<file path="src/hw/ooo_pkg.sv">
`default_nettype none

package ooo_pkg;

    localparam int ROB_DEPTH_DEF = 8;
    localparam int REG_COUNT = 32;

    // major opcodes handled by decode
    localparam logic [6:0] OPC_OP = 7'b0110011;
    localparam logic [6:0] OPC_OP_IMM = 7'b0010011;
    localparam logic [6:0] OPC_BRANCH = 7'b1100011;

    typedef enum logic [3:0] {
        OP_ADD,
        OP_SUB,
        OP_AND,
        OP_OR,
        OP_XOR,
        OP_MUL,
        OP_BEQ,
        OP_BNE,
        OP_BLT
    } alu_op_e;

    // branch offset is scattered over funct7 and rd of the register view
    typedef union packed {
        struct packed {
            logic [6:0] funct7;
            logic [4:0] rs2;
            logic [4:0] rs1;
            logic [2:0] funct3;
            logic [4:0] rd;
            logic [6:0] opcode;
        } r_fmt;
        struct packed {
            logic [11:0] imm;
            logic [4:0]  rs1;
            logic [2:0]  funct3;
            logic [4:0]  rd;
            logic [6:0]  opcode;
        } i_fmt;
    } inst_word_u;

endpackage

`default_nettype wire

</file>
<file path="src/hw/inst_decoder.sv">
`timescale 1ns/1ps
`default_nettype none

module inst_decoder #(
    parameter int ROB_DEPTH = ooo_pkg::ROB_DEPTH_DEF,
    localparam int TAG_W = $clog2(ROB_DEPTH),
    localparam int REG_W = $clog2(ooo_pkg::REG_COUNT)
) (
    input  logic             clk,
    input  logic             rst_n,
    input  logic             inst_valid,
    input  logic [31:0]      inst,
    input  logic [31:0]      inst_pc,
    input  logic             pred_taken,
    input  logic [31:0]      rs1_data,
    input  logic             rs1_busy,
    input  logic [31:0]      rs2_data,
    input  logic             rs2_busy,
    input  logic             full,
    input  logic [TAG_W-1:0] alloc_tag,
    input  logic             flush,
    input  logic             mul_busy_next,
    output logic             stall,
    output logic [REG_W-1:0] rs1,
    output logic [REG_W-1:0] rs2,
    output logic             claim_en,
    output logic [REG_W-1:0] claim_rd,
    output logic [TAG_W-1:0] claim_tag,
    output logic             alloc_en,
    output logic [REG_W-1:0] alloc_rd,
    output logic             alloc_is_branch,
    output logic             alloc_pred_taken,
    output logic             issue_en,
    output ooo_pkg::alu_op_e issue_op,
    output logic [TAG_W-1:0] issue_tag,
    output logic [31:0]      issue_a,
    output logic [31:0]      issue_b,
    output logic [31:0]      issue_pc,
    output logic [31:0]      issue_imm
);
    import ooo_pkg::*;

    inst_word_u       iw;
    alu_op_e          op;
    logic [31:0]      imm;
    logic [REG_W-1:0] rd;
    logic             is_op;
    logic             is_imm;
    logic             is_br;
    logic             writes_rd;
    logic             accept;
    logic             issue_vld;

    assign iw = inst;
    assign is_op = (iw.r_fmt.opcode == OPC_OP);
    assign is_imm = (iw.i_fmt.opcode == OPC_OP_IMM);
    assign is_br = (iw.r_fmt.opcode == OPC_BRANCH);
    assign rd = iw.r_fmt.rd;
    assign rs1 = iw.r_fmt.rs1;
    assign rs2 = iw.r_fmt.rs2;
    assign writes_rd = (is_op | is_imm) && (rd != '0);

    always_comb begin
        op = OP_ADD;
        imm = {{20{iw.i_fmt.imm[11]}}, iw.i_fmt.imm};
        if (is_op) begin
            case (iw.r_fmt.funct3)
                3'd4: op = OP_XOR;
                3'd6: op = OP_OR;
                3'd7: op = OP_AND;
                default: begin
                    if (iw.r_fmt.funct7 == 7'h01) begin
                        op = OP_MUL;
                    end else if (iw.r_fmt.funct7 == 7'h20) begin
                        op = OP_SUB;
                    end
                end
            endcase
        end else if (is_br) begin
            imm = {{19{iw.r_fmt.funct7[6]}}, iw.r_fmt.funct7[6], iw.r_fmt.rd[0],
                   iw.r_fmt.funct7[5:0], iw.r_fmt.rd[4:1], 1'b0};
            case (iw.r_fmt.funct3)
                3'd1: op = OP_BNE;
                3'd4: op = OP_BLT;
                default: op = OP_BEQ;
            endcase
        end
    end

    // no forwarding, so wait for the writer to commit
    assign stall = full
                 | (rs1_busy & (is_op | is_imm | is_br))
                 | (rs2_busy & (is_op | is_br))
                 | (mul_busy_next & (op != OP_MUL));
    assign accept = inst_valid & ~stall;

    assign claim_en = accept & writes_rd;
    assign claim_rd = rd;
    assign claim_tag = alloc_tag;
    assign alloc_en = accept;
    assign alloc_rd = writes_rd ? rd : '0;
    assign alloc_is_branch = is_br;
    assign alloc_pred_taken = pred_taken;

    always_ff @(posedge clk) begin
        if (!rst_n) begin
            issue_vld <= 1'b0;
        end else begin
            issue_vld <= accept;
        end
    end

    always_ff @(posedge clk) begin
        if (accept) begin
            issue_op <= op;
            issue_tag <= alloc_tag;
            issue_a <= rs1_data;
            issue_b <= is_imm ? imm : rs2_data;
            issue_pc <= inst_pc;
            issue_imm <= imm;
        end
    end

    // wrong-path instruction sitting in the issue register
    assign issue_en = issue_vld & ~flush;

endmodule

`default_nettype wire

</file>
<file path="src/hw/reg_scoreboard.sv">
`timescale 1ns/1ps
`default_nettype none

module reg_scoreboard #(
    parameter int ROB_DEPTH = ooo_pkg::ROB_DEPTH_DEF,
    localparam int TAG_W = $clog2(ROB_DEPTH),
    localparam int REG_W = $clog2(ooo_pkg::REG_COUNT)
) (
    input  logic             clk,
    input  logic             rst_n,
    input  logic [REG_W-1:0] rs1,
    input  logic [REG_W-1:0] rs2,
    input  logic             claim_en,
    input  logic [REG_W-1:0] claim_rd,
    input  logic [TAG_W-1:0] claim_tag,
    input  logic             commit_en,
    input  logic [REG_W-1:0] commit_rd,
    input  logic [31:0]      commit_data,
    input  logic [TAG_W-1:0] commit_tag,
    input  logic             flush,
    output logic [31:0]      rs1_data,
    output logic             rs1_busy,
    output logic [31:0]      rs2_data,
    output logic             rs2_busy
);
    import ooo_pkg::*;

    logic [31:0]          regs [REG_COUNT];
    logic [REG_COUNT-1:0] busy;
    logic [TAG_W-1:0]     owner [REG_COUNT];

    assign rs1_data = (rs1 == '0) ? '0 : regs[rs1];
    assign rs2_data = (rs2 == '0) ? '0 : regs[rs2];
    assign rs1_busy = busy[rs1];
    assign rs2_busy = busy[rs2];

    always_ff @(posedge clk) begin
        if (!rst_n) begin
            for (int i = 0; i < REG_COUNT; i++) begin
                regs[i] <= '0;
            end
            busy <= '0;
        end else begin
            if (commit_en && commit_rd != '0) begin
                regs[commit_rd] <= commit_data;
                // a younger claim keeps the register busy
                if (owner[commit_rd] == commit_tag) begin
                    busy[commit_rd] <= 1'b0;
                end
            end
            if (flush) begin
                busy <= '0;
            end
            // new claim wins over commit and flush
            if (claim_en) begin
                busy[claim_rd] <= 1'b1;
            end
        end
    end

    always_ff @(posedge clk) begin
        if (claim_en) begin
            owner[claim_rd] <= claim_tag;
        end
    end

endmodule

`default_nettype wire

</file>
<file path="src/hw/exec_unit.sv">
`timescale 1ns/1ps
`default_nettype none

module exec_unit #(
    parameter int ROB_DEPTH = ooo_pkg::ROB_DEPTH_DEF,
    localparam int TAG_W = $clog2(ROB_DEPTH)
) (
    input  logic             clk,
    input  logic             rst_n,
    input  logic             issue_en,
    input  ooo_pkg::alu_op_e issue_op,
    input  logic [TAG_W-1:0] issue_tag,
    input  logic [31:0]      issue_a,
    input  logic [31:0]      issue_b,
    input  logic [31:0]      issue_pc,
    input  logic [31:0]      issue_imm,
    input  logic             flush,
    output logic             done_en,
    output logic [TAG_W-1:0] done_tag,
    output logic [31:0]      done_data,
    output logic             done_taken,
    output logic [31:0]      done_next_pc,
    output logic             mul_busy_next
);
    import ooo_pkg::*;

    logic             alu_fire;
    logic             mul_fire;
    logic [31:0]      alu_data;
    logic             alu_taken;
    logic [31:0]      alu_next_pc;
    logic             m1_valid;
    logic [TAG_W-1:0] m1_tag;
    logic [31:0]      m1_a;
    logic [31:0]      m1_b;
    logic [31:0]      mul_lo;
    logic             m2_valid;
    logic [TAG_W-1:0] m2_tag;
    logic [31:0]      m2_prod;
    logic             skid_valid;
    logic             skid_valid_n;
    logic             skid_load;
    logic [TAG_W-1:0] skid_tag;
    logic [31:0]      skid_data;
    logic             skid_taken;
    logic [31:0]      skid_next_pc;

    assign mul_fire = issue_en && (issue_op == OP_MUL);
    assign alu_fire = issue_en && (issue_op != OP_MUL);

    always_comb begin
        alu_data = '0;
        alu_taken = 1'b0;
        case (issue_op)
            OP_ADD: alu_data = issue_a + issue_b;
            OP_SUB: alu_data = issue_a - issue_b;
            OP_AND: alu_data = issue_a & issue_b;
            OP_OR: alu_data = issue_a | issue_b;
            OP_XOR: alu_data = issue_a ^ issue_b;
            OP_BEQ: alu_taken = (issue_a == issue_b);
            OP_BNE: alu_taken = (issue_a != issue_b);
            OP_BLT: alu_taken = ($signed(issue_a) < $signed(issue_b));
            default: alu_data = '0;
        endcase
    end

    assign alu_next_pc = alu_taken ? issue_pc + issue_imm : issue_pc + 32'd4;
    assign mul_lo = m1_a * m1_b;

    // priority on the done port: mul, then skid, then fresh alu
    assign skid_load = alu_fire & (m2_valid | skid_valid);
    assign skid_valid_n = m2_valid ? (skid_valid | alu_fire) : (skid_valid & alu_fire);
    // skid still full while the next mul lands
    assign mul_busy_next = m1_valid & skid_valid_n;

    always_ff @(posedge clk) begin
        if (!rst_n || flush) begin
            m1_valid <= 1'b0;
            m2_valid <= 1'b0;
            skid_valid <= 1'b0;
            done_en <= 1'b0;
        end else begin
            m1_valid <= mul_fire;
            m2_valid <= m1_valid;
            skid_valid <= skid_valid_n;
            done_en <= m2_valid | skid_valid | alu_fire;
        end
    end

    always_ff @(posedge clk) begin
        m1_tag <= issue_tag;
        m1_a <= issue_a;
        m1_b <= issue_b;
        m2_tag <= m1_tag;
        m2_prod <= mul_lo;
        if (skid_load) begin
            skid_tag <= issue_tag;
            skid_data <= alu_data;
            skid_taken <= alu_taken;
            skid_next_pc <= alu_next_pc;
        end
        if (m2_valid) begin
            done_tag <= m2_tag;
            done_data <= m2_prod;
            done_taken <= 1'b0;
            done_next_pc <= '0;
        end else if (skid_valid) begin
            done_tag <= skid_tag;
            done_data <= skid_data;
            done_taken <= skid_taken;
            done_next_pc <= skid_next_pc;
        end else begin
            done_tag <= issue_tag;
            done_data <= alu_data;
            done_taken <= alu_taken;
            done_next_pc <= alu_next_pc;
        end
    end

endmodule

`default_nettype wire

</file>
<file path="src/hw/reorder_buffer.sv">
`timescale 1ns/1ps
`default_nettype none

module reorder_buffer #(
    parameter int ROB_DEPTH = ooo_pkg::ROB_DEPTH_DEF,
    localparam int TAG_W = $clog2(ROB_DEPTH),
    localparam int REG_W = $clog2(ooo_pkg::REG_COUNT)
) (
    input  logic             clk,
    input  logic             rst_n,
    input  logic             alloc_en,
    input  logic [REG_W-1:0] alloc_rd,
    input  logic             alloc_is_branch,
    input  logic             alloc_pred_taken,
    input  logic             done_en,
    input  logic [TAG_W-1:0] done_tag,
    input  logic [31:0]      done_data,
    input  logic             done_taken,
    input  logic [31:0]      done_next_pc,
    output logic [TAG_W-1:0] alloc_tag,
    output logic             full,
    output logic             commit_en,
    output logic [REG_W-1:0] commit_rd,
    output logic [31:0]      commit_data,
    output logic [TAG_W-1:0] commit_tag,
    output logic             redirect,
    output logic [31:0]      redirect_pc
);

    logic [ROB_DEPTH-1:0] ent_valid;
    logic [ROB_DEPTH-1:0] ent_done;
    logic [REG_W-1:0]     ent_rd [ROB_DEPTH];
    logic [31:0]          ent_data [ROB_DEPTH];
    logic                 ent_branch [ROB_DEPTH];
    logic                 ent_pred [ROB_DEPTH];
    logic                 ent_taken [ROB_DEPTH];
    logic [31:0]          ent_next_pc [ROB_DEPTH];
    logic [TAG_W-1:0]     head;
    logic [TAG_W-1:0]     tail;
    logic [TAG_W:0]       count;
    logic                 head_commit;
    logic                 mispredict;

    function automatic logic [TAG_W-1:0] ptr_inc(input logic [TAG_W-1:0] p);
        return (p == TAG_W'(ROB_DEPTH - 1)) ? '0 : p + 1'b1;
    endfunction

    assign alloc_tag = tail;
    assign full = (count == (TAG_W + 1)'(ROB_DEPTH));
    // nothing retires in the flush cycle
    assign head_commit = ent_valid[head] & ent_done[head] & ~redirect;
    assign mispredict = ent_branch[head] & (ent_taken[head] != ent_pred[head]);

    always_ff @(posedge clk) begin
        if (!rst_n) begin
            ent_valid <= '0;
            ent_done <= '0;
            head <= '0;
            tail <= '0;
            count <= '0;
            commit_en <= 1'b0;
            redirect <= 1'b0;
        end else begin
            commit_en <= head_commit;
            redirect <= head_commit & mispredict;
            if (redirect) begin
                // empty out, the slot at tail stays usable for a new alloc
                ent_valid <= '0;
                head <= tail;
                count <= {{TAG_W{1'b0}}, alloc_en};
            end else begin
                if (head_commit) begin
                    ent_valid[head] <= 1'b0;
                    head <= ptr_inc(head);
                end
                if (done_en) begin
                    ent_done[done_tag] <= 1'b1;
                end
                count <= count + (TAG_W + 1)'(alloc_en) - (TAG_W + 1)'(head_commit);
            end
            if (alloc_en) begin
                ent_valid[tail] <= 1'b1;
                ent_done[tail] <= 1'b0;
                tail <= ptr_inc(tail);
            end
        end
    end

    always_ff @(posedge clk) begin
        if (alloc_en) begin
            ent_rd[tail] <= alloc_rd;
            ent_branch[tail] <= alloc_is_branch;
            ent_pred[tail] <= alloc_pred_taken;
        end
        if (done_en) begin
            ent_data[done_tag] <= done_data;
            ent_taken[done_tag] <= done_taken;
            ent_next_pc[done_tag] <= done_next_pc;
        end
        if (head_commit) begin
            commit_rd <= ent_rd[head];
            commit_data <= ent_data[head];
            commit_tag <= head;
            redirect_pc <= ent_next_pc[head];
        end
    end

endmodule

`default_nettype wire

</file>
<file path="src/hw/ooo_core_top.sv">
`timescale 1ns/1ps
`default_nettype none

module ooo_core_top #(
    parameter int ROB_DEPTH = ooo_pkg::ROB_DEPTH_DEF,
    localparam int TAG_W = $clog2(ROB_DEPTH),
    localparam int REG_W = $clog2(ooo_pkg::REG_COUNT)
) (
    input  logic             clk,
    input  logic             rst_n,
    input  logic             inst_valid,
    input  logic [31:0]      inst,
    input  logic [31:0]      inst_pc,
    input  logic             pred_taken,
    output logic             stall,
    output logic             commit_en,
    output logic [REG_W-1:0] commit_rd,
    output logic [31:0]      commit_data,
    output logic             redirect,
    output logic [31:0]      redirect_pc
);
    import ooo_pkg::*;

    // decode and register file
    logic [REG_W-1:0] rs1;
    logic [REG_W-1:0] rs2;
    logic [31:0]      rs1_data;
    logic             rs1_busy;
    logic [31:0]      rs2_data;
    logic             rs2_busy;
    logic             claim_en;
    logic [REG_W-1:0] claim_rd;
    logic [TAG_W-1:0] claim_tag;

    // allocation
    logic             alloc_en;
    logic [REG_W-1:0] alloc_rd;
    logic             alloc_is_branch;
    logic             alloc_pred_taken;
    logic [TAG_W-1:0] alloc_tag;
    logic             full;

    // issue and completion
    logic             issue_en;
    alu_op_e          issue_op;
    logic [TAG_W-1:0] issue_tag;
    logic [31:0]      issue_a;
    logic [31:0]      issue_b;
    logic [31:0]      issue_pc;
    logic [31:0]      issue_imm;
    logic             done_en;
    logic [TAG_W-1:0] done_tag;
    logic [31:0]      done_data;
    logic             done_taken;
    logic [31:0]      done_next_pc;
    logic             mul_busy_next;
    logic [TAG_W-1:0] commit_tag;

    inst_decoder #(.ROB_DEPTH(ROB_DEPTH)) u_decoder (
        .flush(redirect),
        .*
    );

    reg_scoreboard #(.ROB_DEPTH(ROB_DEPTH)) u_scoreboard (
        .flush(redirect),
        .*
    );

    exec_unit #(.ROB_DEPTH(ROB_DEPTH)) u_exec (
        .flush(redirect),
        .*
    );

    reorder_buffer #(.ROB_DEPTH(ROB_DEPTH)) u_rob (
        .*
    );

endmodule

`default_nettype wire

</file>
<file path="config.mk">
export PLATFORM = sky130hd
export DESIGN_NAME = ooo_core_top
export DESIGN_NICKNAME = d
export VERILOG_FILES = /design/src/hw/ooo_pkg.sv /design/src/hw/inst_decoder.sv /design/src/hw/reg_scoreboard.sv /design/src/hw/exec_unit.sv /design/src/hw/reorder_buffer.sv /design/src/hw/ooo_core_top.sv
export SDC_FILE = /design/constraint.sdc
export NUM_CORES = 2
export LEC_CHECK = 0
export BUFFER_PORTS_ARGS = -buffer_cell sky130_fd_sc_hd__clkbuf_2
export CORE_UTILIZATION = 64
export DETAILED_ROUTE_END_ITERATION = 6
export PLACE_DENSITY = 0.78
export REMOVE_ABC_BUFFERS = 1
export SKIP_CTS_REPAIR_TIMING = 1
export SLEW_MARGIN = 0
export SYNTH_ARGS = -nofsm -noshare
export SYNTH_HDL_FRONTEND = slang
export SYNTH_HIERARCHICAL = 1
export SYNTH_SLANG_ARGS = --single-unit
</file>
<file path="constraint.sdc">
create_clock -name clk -period 19.8 [get_ports clk]
set_input_delay 0 -clock clk [delete_from_list [all_inputs] [get_ports clk]]
set_output_delay 0 -clock clk [all_outputs]
set_load 0.005 [all_outputs]
</file>
# Word-level counts from Yosys, hierarchy flattened
# Memory sizes are Yosys's and may differ from the RTL's. A register that Yosys moved wholly into a read port is not among the register bits.
# Cells that the tools add are included.
[classes] bitwise_logic=37 mux=76 eq_ne=26 addsub=8 n_reduce_logical=19 order_cmp=13 multipliers=1
[op_table] cell="32-bit 2-to-1 mux" n=12
[op_table] cell="32-bit case mux with 5 select lines" n=1
[op_table] cell="32-bit adder" n=2
[op_table] cell="32-bit AND" n=2
[op_table] cell="8-bit 2-to-1 mux" n=8
[op_table] cell="32-bit bitwise OR" n=2
[op_table] cell="3-bit 2-to-1 mux" n=12
[op_table] cell="32-bit by 3-bit adder with 32-bit output (second input constant)" n=1
[op_table] cell="32-bit == test" n=1
[op_table] cell="32-bit < comparator" n=1
[op_table] cell="32-bit by 32-bit multiplier with 32-bit output" n=1
[op_table] cell="32-bit inequality test" n=1
[op_table] cell="32-bit inverter" n=1
[op_table] cell="32-bit OR reduction" n=1
[op_table] cell="32-bit subtractor" n=1
[op_table] cell="32-bit XOR" n=1
[op_table] cell="5-bit by 6-bit < comparator with 1-bit output (second input constant)" n=4
[op_table] cell="1-bit 2-to-1 mux" n=24
[op_table] cell="12-bit 2-to-1 mux" n=2
[op_table] cell="8-bit AND" n=2
[op_table] cell="4-bit by 3-bit == test with 1-bit output (second input constant)" n=4
[op_table] cell="8-bit inverter" n=2
[op_table] cell="8-bit bitwise OR" n=2
[op_table] cell="3-bit == test (second input constant)" n=5
[op_table] cell="other kinds (37)" n=87
[totals] ramBits=1696 out_inout_bits=72 register_bits=390 mem_count=8 elab_cells=221
[memory_table] name="u_scoreboard.regs" depth=32 word_bits=32 read_ports=2 rd_ports_with_merged_regs=1 write_ports=32 line="reg_scoreboard.sv:28" text="logic [31:0] regs [REG_COUNT];"
[memory_table] name="u_rob.ent_data" depth=8 word_bits=32 read_ports=1 rd_ports_with_merged_regs=1 write_ports=1 line="reorder_buffer.sv:33" text="logic [31:0] ent_data [ROB_DEPTH];"
[memory_table] name="u_rob.ent_next_pc" depth=8 word_bits=32 read_ports=1 rd_ports_with_merged_regs=1 write_ports=1 line="reorder_buffer.sv:37" text="logic [31:0] ent_next_pc [ROB_DEPTH];"
[memory_table] name="u_scoreboard.owner" depth=32 word_bits=3 read_ports=1 rd_ports_with_merged_regs=0 write_ports=1 line="reg_scoreboard.sv:30" text="logic [TAG_W-1:0] owner [REG_COUNT];"
[memory_table] name="u_rob.ent_rd" depth=8 word_bits=5 read_ports=1 rd_ports_with_merged_regs=1 write_ports=1 line="reorder_buffer.sv:32" text="logic [REG_W-1:0] ent_rd [ROB_DEPTH];"
[memory_table] name="u_rob.ent_branch" depth=8 word_bits=1 read_ports=1 rd_ports_with_merged_regs=1 write_ports=1 line="reorder_buffer.sv:34" text="logic ent_branch [ROB_DEPTH];"
[memory_table] name="2 more memories"

# Logic depth before layout (Yosys ltp)
[depth] depth_word=13 mapped_depth=29 ltp_nobuf=27

# Hierarchy
# The synthesis kept the hierarchy.
[by_module_without_submodules] mod="reg_scoreboard" area_per_inst_um2=60181.5 n_inst=1 cells_per_inst=3711
[by_module_without_submodules] mod="exec_unit" area_per_inst_um2=29652.2 n_inst=1 cells_per_inst=3243
[by_module_without_submodules] mod="reorder_buffer" area_per_inst_um2=25096.6 n_inst=1 cells_per_inst=1351
[by_module_without_submodules] mod="inst_decoder" area_per_inst_um2=4514.3 n_inst=1 cells_per_inst=263

# Worst setup path before layout
# Ideal clock, no wire load.
[synth_path] path_kind="input to register" from="input port inst[15]" to="register u_rob.count[2]" path_stages=15 required_ps=19675 arrival_ps=16585 setup_slack_ps=3091 path_cell_list="buf_4 clkbuf_1 clkbuf_1 mux4_2 mux4_2 mux2_2 nor2_1 a21oi_1 a221o_1 nor4b_1 ha_1 inv_1 fa_1 xor2_1 nor2_1"
[synth_via] elab_chain_len=10
[synth_lines] item="from (decl)" line="ooo_core_top.sv:12" text="input logic [31:0] inst,"
[synth_lines] item="1-bit binary-select mux with 5-bit select" line="reg_scoreboard.sv:34" text="assign rs1_busy = busy[rs1];"
[synth_lines] item="1-bit 2-to-1 mux (implied by the code)" line="reg_scoreboard.sv:34"
[synth_lines] item="via rs1_busy" line="ooo_core_top.sv:28" text="logic rs1_busy;"
[synth_lines] item="1-bit AND" line="inst_decoder.sv:92" text="| (rs1_busy & (is_op | is_imm | is_br))"
[synth_lines] item="1-bit bitwise OR" line="inst_decoder.sv:92"
[synth_lines] item="1-bit bitwise OR" line="inst_decoder.sv:93" text="| (rs2_busy & (is_op | is_br))"
[synth_lines] item="1-bit bitwise OR" line="inst_decoder.sv:94" text="| (mul_busy_next & (op != OP_MUL));"
[synth_lines] item="1-bit inverter" line="inst_decoder.sv:95" text="assign accept = inst_valid & ~stall;"
[synth_lines] item="1-bit AND" line="inst_decoder.sv:95"
[synth_lines] item="via alloc_en" line="ooo_core_top.sv:36" text="logic alloc_en;"
[synth_lines] item="4-bit by 1-bit adder with 4-bit output" line="reorder_buffer.sv:79" text="count <= count + (TAG_W + 1)'(alloc_en) - (TAG_W + 1)'(head_commit);"
[synth_lines] item="4-bit by 1-bit subtractor with 4-bit output" line="reorder_buffer.sv:79"
[synth_lines] item="to (signal assigned)" line="reorder_buffer.sv:70" text="count <= {{TAG_W{1'b0}}, alloc_en};"
[synth_lines] item="to (signal assigned)" line="reorder_buffer.sv:79"
[synth_lines] item="to (decl)" line="reorder_buffer.sv:40" text="logic [TAG_W:0] count;"
# The timed path passes the listed nets, and every way through them passes these cells. The select of a mux whose other input is x is not followed.
# A chain may end at the register's enable or synchronous reset.

# Worst setup path in the final report
[layout_path] from="register u_exec.m1_b[4]" to="register u_exec.m2_prod[30]"
[layout_via] elab_chain_len=1
[layout_lines] item="from (decl)" line="exec_unit.sv:35" text="logic [31:0] m1_b;"
[layout_lines] item="from (signal assigned)" line="exec_unit.sv:93" text="m1_b <= issue_b;"
[layout_lines] item="32-bit by 32-bit multiplier with 32-bit output" line="exec_unit.sv:68" text="assign mul_lo = m1_a * m1_b;"
[layout_lines] item="via u_exec.mul_lo[30]" line="exec_unit.sv:36" text="logic [31:0] mul_lo;"
[layout_lines] item="to (signal assigned)" line="exec_unit.sv:95" text="m2_prod <= mul_lo;"
[layout_lines] item="to (decl)" line="exec_unit.sv:39" text="logic [31:0] m2_prod;"
# The timed path passes the listed nets, and every way through them passes these cells.

==> summary.txt <==
Drt
  • WL per Instance: 32.4 um
  • Drt pass-1 iters: 7
  • DR iter-0 viols: between 10000 and 15000
  • Post-Route WL: 364000 um
  • Drt drc: 10
  • Antenna Violating Nets Remaining: 1
  • Routed vias/inst: 6.94
  • Vias: 78000

STA
  • Worst rel slew slack: 7.97%
  • Worst-margin pin slew: 1380 ps
  • Clk_skew: 65.6 ps
  • Tmin final: 7830 ps
  • Min Hold Slack: approximately 32 ps
  • RSZ-0062 raised after global routing: false
  • Fin Setup TNS: 0 ps
  • Slew Limit Fails: 0
  • # setup viols final: 0
  • Max Fclk: 128 MHz
  • Final Cycle Share: ~40%
  • Fin. Hold Viols: 0

Global routing
  • Initial antenna violation count: 31
  • Largest net degree at the start of global routing: about 150
  • First-pass GRT wire length: 526000 um
  • Vias in the first global route: 78100
  • GRT Resource Usage Total: 38.9%
  • GRT overflow: 0

Floorplanning
  • Die width: 434 um
  • Area of the core: 185000 sq um
  • Initial Util: 64.4%
  • DIE AREA: 188000 sq um
  • Die Ht: between 400 and 500 um
  • Top-Level Pins: 140
  • Core Rows: ~160

Setup path
  • Crit path kind: reg -> reg
  • FF-to-FF End: u_exec/m2_prod[30]
  • Crit path launch type: register
  • FF-to-FF setup slack: roughly 12000 ps
  • Crit path DAT: 8600 ps
  • Crit path required time: 20570 ps
  • CP Capture Type: register
  • Reg2Reg Depth: 25
  • Reg2Reg Launch Point: u_exec/m1_b[4]
  • Max FO, Critical Path: 28

Clock tree
  • CTS buffer count: 215
  • CTS sink cnt: around 2200
  • Clk_lat worst skew: ~900 ps
  • H-tree lvl count: 4
  • CTS Root Cell: clkbuf_16
  • Clock buffer depth: 3
  • CTS tree: yes
  • Worst-path clk slew: 60 ps

Synthesis
  • Synth top area share: roughly half
  • Synthesized flop and latch total: 2190
  • Unique masters post-synth: 102
  • Dominant synthesized flop cell: edfxtp_1
  • Register area share after synthesis: 53.1%
  • Cell taking the most area after synthesis: edfxtp_1
  • Syn Inst Count: 8568
  • EDFF count, synth: 1952
  • Post-synth ARST share: 0%
  • Synth area leaders: edfxtp_1 49%, mux4_2 13%, fa_1 6.9%
  • Mapped cell area: 119000 sq um
  • Syn_area_per_cell: 13.9 sq um
  • YS warnings: 6

Final layout
  • Commonest non-fill, non-tap cell in the layout: edfxtp_1
  • Area growth from synthesis to layout: 9.55%
  • Layout cells sized above 1: 18.0%
  • # fillers: 12100
  • Layout Nets: about 9300
  • Most frequent cells in the layout: 1952 x edfxtp_1, 1265 x and2_1, 673 x mux4_2

Min path
  • Hold Crit Class: in -> reg
  • Worst hold path startpoint: inst[3]
  • Hold Path End: u_decoder/issue_b[1]
  • Hold Crit Depth: 4

Placement
  • DP Wirelength: 222000 um
  • RD Place Congestion: 0.943
  • PortBufs: 139

Run
  • Maxcap violations: 0

Status
  • Violated checks: antenna rules, DRC
  • Outcome: finished, violations left
[final cells by class]
| type | instances | area [sq um] | share of cell area (%) |
|---|---|---|---|
| sequential | 2190 | 63400 | 48.5 |
| multi-input combinational | 5200 | 52000 | 39.7 |
| clock buffer | 274 | 5690 | 4.35 |
| timing repair buffer | 425 | 3240 | 2.47 |
| tap | 2480 | 3100 | 2.37 |
| inverter | 525 | 1970 | 1.51 |
| clock inverter | 133 | 1420 | 1.08 |
| antenna | 16 | 40.0 | 0.0306 |
[worst max path at each step]
| stage | end | cells after the start | startpoint |
|---|---|---|---|
| 5_1_grt | u_exec/m2_prod[30] | 25 | u_exec/m1_b[4] |
| 3_5_place_dp | u_exec/m2_prod[30] | 25 | u_exec/m1_b[4] |
| 3_3_place_gp | u_exec/m2_prod[30] | 26 | u_exec/m1_a[9] |
| 4_1_cts | u_exec/m2_prod[30] | 25 | u_exec/m1_b[4] |
| 2_1_floorplan | u_rob/ent_branch[4] | 9 | u_scoreboard/busy[31] |
| 6_report | u_exec/m2_prod[30] | 25 | u_exec/m1_b[4] |
[layer usage]
metal | part of all wire [%] | GRT usage, % | vias to the layer above
met2 | 47 | 60.8 | 5898
li1 | - | - | 31500
met3 | 13 | 10.2 | 1243
met5 | 0.060 | 0 | -
met4 | 5.4 | 18.9 | 30
met1 | 35 | 51.1 | 39400
[critical path, stage by stage, from the launching register on]
cell      delay [ps]
dfxtp_1          920
and2_1           260
fa_1             410
inv_1             80
fa_1             430
fa_1             510
fa_1             560
inv_1             60
fa_1             510
inv_1             60
fa_1             530
inv_1             50
fa_1             390
fa_1             480
ha_1             370
a21oi_1          210
nor2b_1           70
o21ai_0          150
nand2b_1         110
nor3_1           150
o211ai_1         130
a41o_1           290
a31o_2           310
a221o_1          330
a21oi_1          220
xnor2_1          150
[cells in the mapped netlist, types with 12 or more instances]
library cell and n:
fa_1 412, o21ai_0 178, a22oi_1 79, nor3_1 63, inv_1 523, or3_1 14
edfxtp_1 1952, nand2_1 359, nand4_1 13, a31oi_1 23, nor4_1 18, nor2_1 341
buf_4 46, a2111oi_1 12, a221oi_1 113, mux2_2 98, xnor2_1 97, mux2i_1 194
ha_1 260, clkbuf_1 519, mux4_2 673, a21o_1 66, o21a_1 23, o221ai_1 15
o22ai_1 49, a21oi_1 209, and2_1 1269, a211oi_1 16, nand2b_1 31, nand3_1 53
buf_1 62, dfxtp_1 238, o21bai_1 25, a22o_1 13, o211ai_1 41, a221o_1 21
buf_2 45, and3_1 96, nor2b_1 35, xor2_1 50
[flip-flops by register name, indices dropped and copies added (netlist names), 40 cells and up, named ones only]
name                count
u_scoreboard/regs    1024
u_rob/ent_data        256
u_rob/ent_next_pc     256
u_scoreboard/owner     96
u_rob/ent_rd           40
[metrics by stage]
step / instances / util (%) / cell area, sq um / worst slack, ps
after floorplan: 7915 / - / 117000 / 2410
after global placement: 10700 / 66.1 / 123000 / 12130
after detailed placement: 10700 / 66.1 / 123000 / 12060
after CTS: 11100 / 70.0 / 130000 / 12050
after global routing: 11200 / 70.5 / 131000 / 11680
final: 11200 / 70.6 / 131000 / 11970
[cells by family (layout without fill, tap and decap cells)]
family                   Yosys count  in the layout  synth area share (%)
AND/OR/NAND/NOR                 2378           2378                  11.0
other                              1             48               0.00314
buffers and inverters           1209           1357                  4.06
XOR/XNOR                         147            147                  1.08
AO/OA/AOI/OAI                   1002           1002                  5.85
flip-flops                      2190           2190                  53.1
adder cells (fa/ha/maj)          672            672                  9.63
multiplexers                     969            969                  15.3
Power is not shown: default switching activity piles up to over one toggle a cycle in this logic, so the estimate is an artifact.
